--- config.mk ---
export PLATFORM = sky130hd
export DESIGN_NAME = arm_frontend
export DESIGN_NICKNAME = d
export VERILOG_FILES = /design/src/rtl/arm_pkg.sv /design/src/rtl/arm_frontend.sv /design/src/rtl/control_unit.sv /design/src/rtl/id_stage.sv /design/src/rtl/if_stage.sv /design/src/rtl/instruction_memory.sv /design/src/rtl/register_file.sv
export SDC_FILE = /design/constraint.sdc
export NUM_CORES = 2
export LEC_CHECK = 0
export BUFFER_PORTS_ARGS = -buffer_cell sky130_fd_sc_hd__buf_4
export CAP_MARGIN = 25
export CORE_MARGIN = 4
export CORE_UTILIZATION = 50
export CTS_BUF_LIST = sky130_fd_sc_hd__clkbuf_8
export CTS_CLUSTER_SIZE = 40
export DETAILED_ROUTE_END_ITERATION = 7
export HOLD_SLACK_MARGIN = 0.1
export PLACE_DENSITY_LB_ADDON = 0.08
export SLEW_MARGIN = 40
export SYNTH_ARGS = -nofsm -noshare
export SYNTH_HDL_FRONTEND = slang
export SYNTH_HIERARCHICAL = 1
export SYNTH_SLANG_ARGS = --single-unit
--- constraint.sdc ---
create_clock -name clk -period 8 [get_ports clk]
set_clock_uncertainty 0.05 [all_clocks]
set_input_delay 0 -clock clk [delete_from_list [all_inputs] [get_ports clk]]
set_output_delay 0 -clock clk [all_outputs]
set_load 0.02 [all_outputs]
--- src/rtl/arm_pkg.sv ---
package arm_pkg;

	// Datapath widths
	localparam int address_len          = 32;
	localparam int instruction_len      = 32;
	localparam int register_len         = 32;
	localparam int reg_address_len      = 4;
	localparam int execute_command_len  = 4;
	localparam int signed_immediate_len = 24;
	localparam int shift_operand_len    = 12;

	// r0 to r14 only, r15 never stored
	localparam int reg_count = 15;

	// Instruction store
	localparam int imem_words       = 64;
	localparam int imem_address_len = 6;

	// Low bit of each instruction field
	localparam int cond_pos     = 28;
	localparam int mode_pos     = 26;
	localparam int imm_pos      = 25;
	localparam int opcode_pos   = 21;
	localparam int s_bit_pos    = 20;
	localparam int rn_pos       = 16;
	localparam int rd_pos       = 12;
	localparam int shift_pos    = 0;
	localparam int simm_pos     = 0;
	localparam int rm_pos       = 0;

	// Instruction classes
	localparam logic [1:0] mode_dp     = 2'b00;
	localparam logic [1:0] mode_mem    = 2'b01;
	localparam logic [1:0] mode_branch = 2'b10;

	// Data processing opcodes
	localparam logic [3:0] op_and = 4'b0000;
	localparam logic [3:0] op_eor = 4'b0001;
	localparam logic [3:0] op_sub = 4'b0010;
	localparam logic [3:0] op_add = 4'b0100;
	localparam logic [3:0] op_adc = 4'b0101;
	localparam logic [3:0] op_sbc = 4'b0110;
	localparam logic [3:0] op_tst = 4'b1000;
	localparam logic [3:0] op_cmp = 4'b1010;
	localparam logic [3:0] op_orr = 4'b1100;
	localparam logic [3:0] op_mov = 4'b1101;
	localparam logic [3:0] op_mvn = 4'b1111;

	// ALU commands for the execute stage
	localparam logic [3:0] exec_mov = 4'b0001;
	localparam logic [3:0] exec_add = 4'b0010;
	localparam logic [3:0] exec_adc = 4'b0011;
	localparam logic [3:0] exec_sub = 4'b0100;
	localparam logic [3:0] exec_sbc = 4'b0101;
	localparam logic [3:0] exec_and = 4'b0110;
	localparam logic [3:0] exec_orr = 4'b0111;
	localparam logic [3:0] exec_eor = 4'b1000;
	localparam logic [3:0] exec_mvn = 4'b1001;

	// Condition field values
	localparam logic [3:0] cond_eq = 4'b0000;
	localparam logic [3:0] cond_ne = 4'b0001;
	localparam logic [3:0] cond_cs = 4'b0010;
	localparam logic [3:0] cond_cc = 4'b0011;
	localparam logic [3:0] cond_mi = 4'b0100;
	localparam logic [3:0] cond_pl = 4'b0101;
	localparam logic [3:0] cond_vs = 4'b0110;
	localparam logic [3:0] cond_vc = 4'b0111;
	localparam logic [3:0] cond_hi = 4'b1000;
	localparam logic [3:0] cond_ls = 4'b1001;
	localparam logic [3:0] cond_ge = 4'b1010;
	localparam logic [3:0] cond_lt = 4'b1011;
	localparam logic [3:0] cond_gt = 4'b1100;
	localparam logic [3:0] cond_le = 4'b1101;
	localparam logic [3:0] cond_al = 4'b1110;
	localparam logic [3:0] cond_nv = 4'b1111;

	// Bit index of each status flag
	localparam int flag_n = 3;
	localparam int flag_z = 2;
	localparam int flag_c = 1;
	localparam int flag_v = 0;

endpackage

--- src/rtl/arm_frontend.sv ---
`timescale 1ns/1ps

module arm_frontend import arm_pkg::*; (
	input  logic                            clk,
	input  logic                            rst,
	// Instruction memory load
	input  logic                            imem_wr_en,
	input  logic [imem_address_len-1:0]     imem_wr_addr,
	input  logic [instruction_len-1:0]      imem_wr_data,
	// Hazard and branch feedback
	input  logic                            freeze,
	input  logic                            flush,
	input  logic                            branch_taken,
	input  logic [address_len-1:0]          branch_addr,
	input  logic [3:0]                      status,
	// Write-back
	input  logic                            wb_en,
	input  logic [reg_address_len-1:0]      wb_address,
	input  logic [register_len-1:0]         wb_data,
	// Toward execute
	output logic [address_len-1:0]          pc,
	output logic                            mem_read,
	output logic                            mem_write,
	output logic                            wb_enable,
	output logic                            immediate,
	output logic                            branch,
	output logic                            status_write,
	output logic [execute_command_len-1:0]  execute_command,
	output logic [register_len-1:0]         reg1,
	output logic [register_len-1:0]         reg2,
	output logic [reg_address_len-1:0]      dest_reg,
	output logic [signed_immediate_len-1:0] signed_immediate,
	output logic [shift_operand_len-1:0]    shift_operand
);

	logic [imem_address_len-1:0] imem_addr;
	logic [instruction_len-1:0]  imem_data;
	// IF/ID register contents
	logic [address_len-1:0]      if_pc;
	logic [instruction_len-1:0]  if_instruction;

	instruction_memory u_instruction_memory (
		.clk     (clk),
		.wr_en   (imem_wr_en),
		.wr_addr (imem_wr_addr),
		.wr_data (imem_wr_data),
		.rd_addr (imem_addr),
		.rd_data (imem_data)
	);

	if_stage u_if_stage (
		.clk          (clk),
		.rst          (rst),
		.freeze       (freeze),
		.flush        (flush),
		.branch_taken (branch_taken),
		.branch_addr  (branch_addr),
		.imem_addr    (imem_addr),
		.imem_data    (imem_data),
		.pc           (if_pc),
		.instruction  (if_instruction)
	);

	id_stage u_id_stage (
		.clk              (clk),
		.rst              (rst),
		.freeze           (freeze),
		.flush            (flush),
		.pc_in            (if_pc),
		.instruction_in   (if_instruction),
		.status           (status),
		.wb_en            (wb_en),
		.wb_address       (wb_address),
		.wb_data          (wb_data),
		.pc               (pc),
		.mem_read         (mem_read),
		.mem_write        (mem_write),
		.wb_enable        (wb_enable),
		.immediate        (immediate),
		.branch           (branch),
		.status_write     (status_write),
		.execute_command  (execute_command),
		.reg1             (reg1),
		.reg2             (reg2),
		.dest_reg         (dest_reg),
		.signed_immediate (signed_immediate),
		.shift_operand    (shift_operand)
	);

endmodule

--- src/rtl/control_unit.sv ---
`timescale 1ns/1ps

module control_unit import arm_pkg::*; (
	input  logic [1:0]                     mode,
	input  logic [3:0]                     opcode,
	input  logic                           s_bit,
	input  logic                           immediate,
	input  logic [3:0]                     cond,
	input  logic [3:0]                     status,
	output logic [execute_command_len-1:0] execute_command,
	output logic                           mem_read,
	output logic                           mem_write,
	output logic                           wb_enable,
	output logic                           branch,
	output logic                           status_write
);

	logic n, z, c, v;
	logic cond_pass;

	assign n = status[flag_n];
	assign z = status[flag_z];
	assign c = status[flag_c];
	assign v = status[flag_v];

	// ARM condition check
	always_comb begin
		case (cond)
			cond_eq: cond_pass = z;
			cond_ne: cond_pass = !z;
			cond_cs: cond_pass = c;
			cond_cc: cond_pass = !c;
			cond_mi: cond_pass = n;
			cond_pl: cond_pass = !n;
			cond_vs: cond_pass = v;
			cond_vc: cond_pass = !v;
			cond_hi: cond_pass = c && !z;
			cond_ls: cond_pass = !c || z;
			cond_ge: cond_pass = (n == v);
			cond_lt: cond_pass = (n != v);
			cond_gt: cond_pass = !z && (n == v);
			cond_le: cond_pass = z || (n != v);
			cond_al: cond_pass = 1'b1;
			// NV, never executes
			default: cond_pass = 1'b0;
		endcase
	end

	// Control decode
	always_comb begin
		execute_command = '0;
		mem_read        = 1'b0;
		mem_write       = 1'b0;
		wb_enable       = 1'b0;
		branch          = 1'b0;
		status_write    = 1'b0;
		case (mode)
			mode_dp: begin
				status_write = s_bit;
				// Compare and test only set flags
				wb_enable = (opcode != op_cmp) && (opcode != op_tst);
				case (opcode)
					op_mov:         execute_command = exec_mov;
					op_mvn:         execute_command = exec_mvn;
					op_add:         execute_command = exec_add;
					op_adc:         execute_command = exec_adc;
					op_sub, op_cmp: execute_command = exec_sub;
					op_sbc:         execute_command = exec_sbc;
					op_and, op_tst: execute_command = exec_and;
					op_orr:         execute_command = exec_orr;
					op_eor:         execute_command = exec_eor;
					default:        execute_command = '0;
				endcase
			end
			mode_mem: begin
				// Address is base plus offset
				execute_command = exec_add;
				if (s_bit) begin
					mem_read  = 1'b1;
					wb_enable = 1'b1;
				end else begin
					mem_write = 1'b1;
				end
			end
			// B is 101 in bits 27 to 25, 100 is block transfer
			mode_branch: branch = immediate;
			default: ;
		endcase
		// Kill the instruction when its condition fails
		if (!cond_pass) begin
			execute_command = '0;
			mem_read        = 1'b0;
			mem_write       = 1'b0;
			wb_enable       = 1'b0;
			branch          = 1'b0;
			status_write    = 1'b0;
		end
	end

endmodule

--- src/rtl/id_stage.sv ---
`timescale 1ns/1ps

module id_stage import arm_pkg::*; (
	input  logic                            clk,
	input  logic                            rst,
	input  logic                            freeze,
	input  logic                            flush,
	input  logic [address_len-1:0]          pc_in,
	input  logic [instruction_len-1:0]      instruction_in,
	input  logic [3:0]                      status,
	// Register write-back
	input  logic                            wb_en,
	input  logic [reg_address_len-1:0]      wb_address,
	input  logic [register_len-1:0]         wb_data,
	// ID/EX register
	output logic [address_len-1:0]          pc,
	output logic                            mem_read,
	output logic                            mem_write,
	output logic                            wb_enable,
	output logic                            immediate,
	output logic                            branch,
	output logic                            status_write,
	output logic [execute_command_len-1:0]  execute_command,
	output logic [register_len-1:0]         reg1,
	output logic [register_len-1:0]         reg2,
	output logic [reg_address_len-1:0]      dest_reg,
	output logic [signed_immediate_len-1:0] signed_immediate,
	output logic [shift_operand_len-1:0]    shift_operand
);

	logic [3:0]                     cond;
	logic [1:0]                     mode;
	logic [3:0]                     opcode;
	logic                           s_bit;
	logic                           imm_bit;
	logic [reg_address_len-1:0]     rn;
	logic [reg_address_len-1:0]     rd;
	logic [reg_address_len-1:0]     rm;
	logic [reg_address_len-1:0]     src2;
	logic                           kill;
	logic [execute_command_len-1:0] cu_execute_command;
	logic                           cu_mem_read;
	logic                           cu_mem_write;
	logic                           cu_wb_enable;
	logic                           cu_branch;
	logic                           cu_status_write;
	logic [register_len-1:0]        rf_reg1;
	logic [register_len-1:0]        rf_reg2;

	// Field split
	assign cond    = instruction_in[cond_pos +: 4];
	assign mode    = instruction_in[mode_pos +: 2];
	assign imm_bit = instruction_in[imm_pos];
	assign opcode  = instruction_in[opcode_pos +: 4];
	assign s_bit   = instruction_in[s_bit_pos];
	assign rn      = instruction_in[rn_pos +: reg_address_len];
	assign rd      = instruction_in[rd_pos +: reg_address_len];
	assign rm      = instruction_in[rm_pos +: reg_address_len];

	// A store reads its data from Rd
	assign src2 = (mode == mode_mem && !s_bit) ? rd : rm;

	// Freeze or an empty slot leaves no controls behind
	assign kill = freeze || (instruction_in == '0);

	control_unit u_control_unit (
		.mode            (mode),
		.opcode          (opcode),
		.s_bit           (s_bit),
		.immediate       (imm_bit),
		.cond            (cond),
		.status          (status),
		.execute_command (cu_execute_command),
		.mem_read        (cu_mem_read),
		.mem_write       (cu_mem_write),
		.wb_enable       (cu_wb_enable),
		.branch          (cu_branch),
		.status_write    (cu_status_write)
	);

	register_file u_register_file (
		.clk        (clk),
		.rst        (rst),
		.src1       (rn),
		.src2       (src2),
		.reg1       (rf_reg1),
		.reg2       (rf_reg2),
		.wb_en      (wb_en),
		.wb_address (wb_address),
		.wb_data    (wb_data)
	);

	// ID/EX register
	always_ff @(posedge clk) begin
		if (rst || flush) begin
			pc               <= '0;
			immediate        <= 1'b0;
			reg1             <= '0;
			reg2             <= '0;
			dest_reg         <= '0;
			signed_immediate <= '0;
			shift_operand    <= '0;
			execute_command  <= '0;
			mem_read         <= 1'b0;
			mem_write        <= 1'b0;
			wb_enable        <= 1'b0;
			branch           <= 1'b0;
			status_write     <= 1'b0;
		end else begin
			// Data fields follow even in a bubble
			pc               <= pc_in;
			immediate        <= imm_bit;
			reg1             <= rf_reg1;
			reg2             <= rf_reg2;
			dest_reg         <= rd;
			signed_immediate <= instruction_in[simm_pos +: signed_immediate_len];
			shift_operand    <= instruction_in[shift_pos +: shift_operand_len];
			execute_command  <= kill ? '0 : cu_execute_command;
			mem_read         <= !kill && cu_mem_read;
			mem_write        <= !kill && cu_mem_write;
			wb_enable        <= !kill && cu_wb_enable;
			branch           <= !kill && cu_branch;
			status_write     <= !kill && cu_status_write;
		end
	end

endmodule

--- src/rtl/if_stage.sv ---
`timescale 1ns/1ps

module if_stage import arm_pkg::*; (
	input  logic                        clk,
	input  logic                        rst,
	input  logic                        freeze,
	input  logic                        flush,
	input  logic                        branch_taken,
	input  logic [address_len-1:0]      branch_addr,
	// Instruction memory
	output logic [imem_address_len-1:0] imem_addr,
	input  logic [instruction_len-1:0]  imem_data,
	// IF/ID register
	output logic [address_len-1:0]      pc,
	output logic [instruction_len-1:0]  instruction
);

	logic [address_len-1:0] pc_reg;
	logic [address_len-1:0] pc_next;

	// Sequential fetch address
	assign pc_next = pc_reg + address_len'(4);

	// Byte address to word address
	assign imem_addr = pc_reg[imem_address_len+1:2];

	// Program counter
	// Branch wins over freeze
	always_ff @(posedge clk) begin
		if (rst) begin
			pc_reg <= '0;
		end else if (branch_taken) begin
			pc_reg <= branch_addr;
		end else if (!freeze) begin
			pc_reg <= pc_next;
		end
	end

	// IF/ID register
	// Holds the incremented PC like ARM
	always_ff @(posedge clk) begin
		if (rst || flush) begin
			pc          <= '0;
			instruction <= '0;
		end else if (branch_taken || !freeze) begin
			pc          <= pc_next;
			instruction <= imem_data;
		end
	end

endmodule

--- src/rtl/instruction_memory.sv ---
`timescale 1ns/1ps

module instruction_memory import arm_pkg::*; (
	input  logic                        clk,
	// Load port, used before the run
	input  logic                        wr_en,
	input  logic [imem_address_len-1:0] wr_addr,
	input  logic [instruction_len-1:0]  wr_data,
	// Fetch port
	input  logic [imem_address_len-1:0] rd_addr,
	output logic [instruction_len-1:0]  rd_data
);

	// One instruction per word
	logic [instruction_len-1:0] mem [imem_words];

	// Single word per cycle
	always_ff @(posedge clk) begin
		if (wr_en) begin
			mem[wr_addr] <= wr_data;
		end
	end

	// Fetch is asynchronous so IF/ID sees it the same cycle
	assign rd_data = mem[rd_addr];

endmodule

--- src/rtl/register_file.sv ---
`timescale 1ns/1ps

module register_file import arm_pkg::*; (
	input  logic                       clk,
	input  logic                       rst,
	// Read ports
	input  logic [reg_address_len-1:0] src1,
	input  logic [reg_address_len-1:0] src2,
	output logic [register_len-1:0]    reg1,
	output logic [register_len-1:0]    reg2,
	// Write-back port
	input  logic                       wb_en,
	input  logic [reg_address_len-1:0] wb_address,
	input  logic [register_len-1:0]    wb_data
);

	logic [register_len-1:0] regs [reg_count];

	// Write at the rising edge
	// r15 is the PC, nothing stored for it
	always_ff @(posedge clk) begin
		if (rst) begin
			for (int i = 0; i < reg_count; i++) begin
				regs[i] <= '0;
			end
		end else if (wb_en && (wb_address < reg_count)) begin
			regs[wb_address] <= wb_data;
		end
	end

	// Reads see the old value during a write
	assign reg1 = (src1 < reg_count) ? regs[src1] : '0;
	assign reg2 = (src2 < reg_count) ? regs[src2] : '0;

endmodule

==> summary.md <==
| Metric | Value |
|---|---|
| Status | finished, final reports clean |
| Flop pwr share | 53.6% |
| PwrDens | 231.8 nW/um2 |
| Buf/Inv on CP | 3 |
| Ys async rst share | 0% |
| Setup TNS | 0 ns |
| WS Path Type | flip-flop to flip-flop |
| I/O pin total | 263 |
| CP delay by family, top | buffers and inverters |
| Slew Viols, Final | 0 |
| CP Data Arrival Time | roughly 5.4 ns |
| Rel. slew slack | ~37% |
| Fin util | about 59% |
| Initial DRC Count | 7873 |
| Internal | 22.88 mW |
| Hold path endpoint | u_id_stage/u_register_file/regs[3][30] |
| Vias in the first global route | 64611 |
| Yosys top cell area share | about two thirds |
| Critical path, cell by cell | buf_4, buf_4, and4_1, nand2_1, or4_1, a311oi_1, dlygate4sd3_1 |
| Clk root buf | clkbuf_8 |
| Gate power share | under 10% |
| Netlist cell types | 78 |
| Area added between synthesis and finish | 16.07% |
| Layout cells sized above 1 | about a quarter |
| Prevailing post-synth register cell | edfxtp_1 |
| CTS buffer count | 461 |
| Via density | 6.200 |
| Synth area leaders | edfxtp_1 68%, mux4_2 14%, dfxtp_1 4.0% |
| Placed inst area | 118100 um2 |
| RePlAce Congestion | between 0.8 and 0.9 |
| Pre-CTS setup slack | between 3 and 4 ns |
| Synth area leader | edfxtp_1 |
| Final period utilization | a little over half |
| Worst path slowest cell | dfxtp_4 |
| Post-route ant nets | 0 |
| WHS Path Cells | 4 |
| Hold_sp | wb_address[2] |
| Clock power share | 37.6% |
| Reg-to-reg slack, setup | 3.61 ns |
| Origin of the critical flop-to-flop path | u_if_stage/pc_reg[2] |
| Cell area after synthesis | ~110000 um2 |
| Die width | between 400 and 500 um |
| Overflow after GRT | 0 |
| Synthesis Warnings | 6 |
| TritonCTS Sinks | 2754 |
| DRC errors left | 0 |
| I/O Buffers | 262 |
| Sw Ratio | 24.25% |
| EDFF count, synth | 2528 |
| Initial core utilization | 50.41% |
| Total number of vias | 63217 |
| Final WL | 331200 um |
| Final setup violation count | 0 |
| CTS tree | built |
| Clock slew seen by the registers of the worst setup and hold paths | 0.07 ns |
| Post-CTS Setup Bufs | 0 |
| Multi-input gate area | between 30000 and 40000 um2 |
| Max cap viols | 0 |
| Drt wl/cell | ~32 um |
| FF/Latch Area | a little over 80000 um2 |
| Layout fillers | 16726 |
| Site Rows | 173 |
| Max reg flops | 2048 |
| Chip height | 481.9 um |
| Max Fclk | 227.5 MHz |
| Final setup margin | 3.605 ns |
| RSZ-0062 raised after global routing | false |
| Crit path launch type | flip-flop |
| Register area share after synthesis | between 70% and 80% |
| Drt pass-1 iters | 6 |
| Psw | 7.323 mW |
| Core area | 222700 um2 |
| CTS max path bufs | 4 |
| Reg2reg path depth | 7 |
| Clock Latency Late Sink | 1.14 ns |
| CTS resizes | 0 |
| Final Hold Fails | 0 |
| Hold Path Class | input port to flip-flop |
| Crit path time final | 4.395 ns |
| Post-Synthesis Mean Instance Area | 18.48 um2 |
| CP peak stage delay | 0.84 ns |
| Fin nets | about 7000 |
| Antenna violations before repair | 23 |
| Total GRT Usage | between 20% and 30% |
| Syn Nets | 6199 |
| Slew of the pin with the lowest slew margin | 0.9498 ns |
| Yosys reg bits | between 2000 and 3000 |
| Global-route wire length before repair | ~470000 um |
| Fin Hold WS | 0.2156 ns |
| Cell mode on critical path | buf_4 |
| Leak | 42.53 nW |
| Design area | 130300 um2 |
| Die area | 232200 um2 |
| Synthesized instance count | approximately 6100 |
| Worst-path maximum fanout | 31 |
| Nature of the critical path endpoint | flip-flop |
| Worst r2r dst | u_if_stage/pc_reg[21] |
| Max rail drop VDD | 0.1825 mV |
| CP required | 9.03 ns |
| Hpwl dp | 177300 um |
| Largest net degree at the start of global routing | approximately 120 |
| Htree depth | 5 |
## through the flow
step | power [mW] | cells
2_1_floorplan | 17.86 | 6076
3_3_place_gp | 18.90 | 9027
3_5_place_dp | 18.94 | 9034
4_1_cts | 30.41 | 10182
5_1_grt | 31.31 | 10188
6_report | 30.20 | 10197
## what timing repair did
item	CTS	global route
endpoints found under the setup margin	0	0
hold buffers	331	0
endpoints found under the hold margin	4466	0
## cell type report
class | count | area share [%]
tap | 2975 | 2.856
antenna | 11 | 0.02112
clock buffer | 488 | 5.154
sequential | 2754 | 61.74
multi-input combinational | 2823 | 23.19
inverter | 41 | 0.1200
clock inverter | 329 | 1.175
timing repair buffer | 776 | 5.745
## layout by cell type, fill, tap and decap left out, drive strengths merged, types with 120 or more instances in the layout
cell,n
mux4,674
edfxtp,2528
dlygate4sd3,298
buf,478
dfxtp,226
clkbuf,488
nand2,162
o22ai,146
inv,221
clkinv,137
and2,605
nor2,194
a21oi,120
mux2i,259
## cell families after synthesis
kind of cell / synth area share (%)
compound gates: 3.828
xor+xnor: 0.2028
fa+ha+maj: 0.06686
buf+inv: 2.071
flops: 71.64
mux: 16.18
simple gates: 6.007
## power by group through the flow
stage / logic (mW) / registers [mW] / clock network, mW
floorplan: 1.45 / 16.4 / 0
global placement: 2.44 / 16.5 / 0
detailed placement: 2.46 / 16.5 / 0
CTS: 2.65 / 16.2 / 11.6
global route: 2.81 / 16.2 / 12.3
finish: 2.67 / 16.2 / 11.4
## tightest hold or removal path, cell delays in order
cell and delay, ns:
dlygate4sd3_1 0.53, buf_4 0.17, nor3_2 0.07, or2_4 0.40
## synth_stat cells (66+ instances only)
| master | count |
|---|---|
| clkbuf_1 | 235 |
| edfxtp_1 | 2528 |
| a22oi_1 | 73 |
| a21oi_1 | 120 |
| mux4_2 | 674 |
| nand2_1 | 161 |
| and2_1 | 582 |
| buf_2 | 99 |
| mux2i_1 | 258 |
| dfxtp_1 | 226 |
| o22ai_1 | 146 |
| nor2_1 | 190 |
| o21ai_0 | 69 |
| buf_4 | 66 |
## routing by layer
metal / wire length, um / share of wire (%) / GRT usage [%] / up-vias
met3: 29400 / 8.9 / 6.083 / 559
met1: 133500 / 40 / 39.58 / 33469
met2: 159100 / 48 / 45.93 / 3074
met4: 9107 / 2.8 / 8.092 / 0
li1: - / - / - / 26115
met5: 0 / 0 / 0 / -
## worst max-delay path by stage
stage	startpoint	endpoint	slack, ns	cells past startpoint
CTS	u_if_stage/pc_reg[2]	u_if_stage/pc_reg[23]	3.62	7
global route	u_if_stage/pc_reg[2]	u_if_stage/pc_reg[21]	3.25	7
detailed placement	u_if_stage/pc_reg[2]	u_if_stage/instruction[6]	3.69	8
floorplan	imem_wr_addr[3]	u_instruction_memory/mem[48][0]	4.79	4
finish	u_if_stage/pc_reg[2]	u_if_stage/pc_reg[21]	3.61	7
global placement	u_if_stage/pc_reg[2]	u_if_stage/instruction[4]	3.08	9
Power figures use the tool's default switching activity.
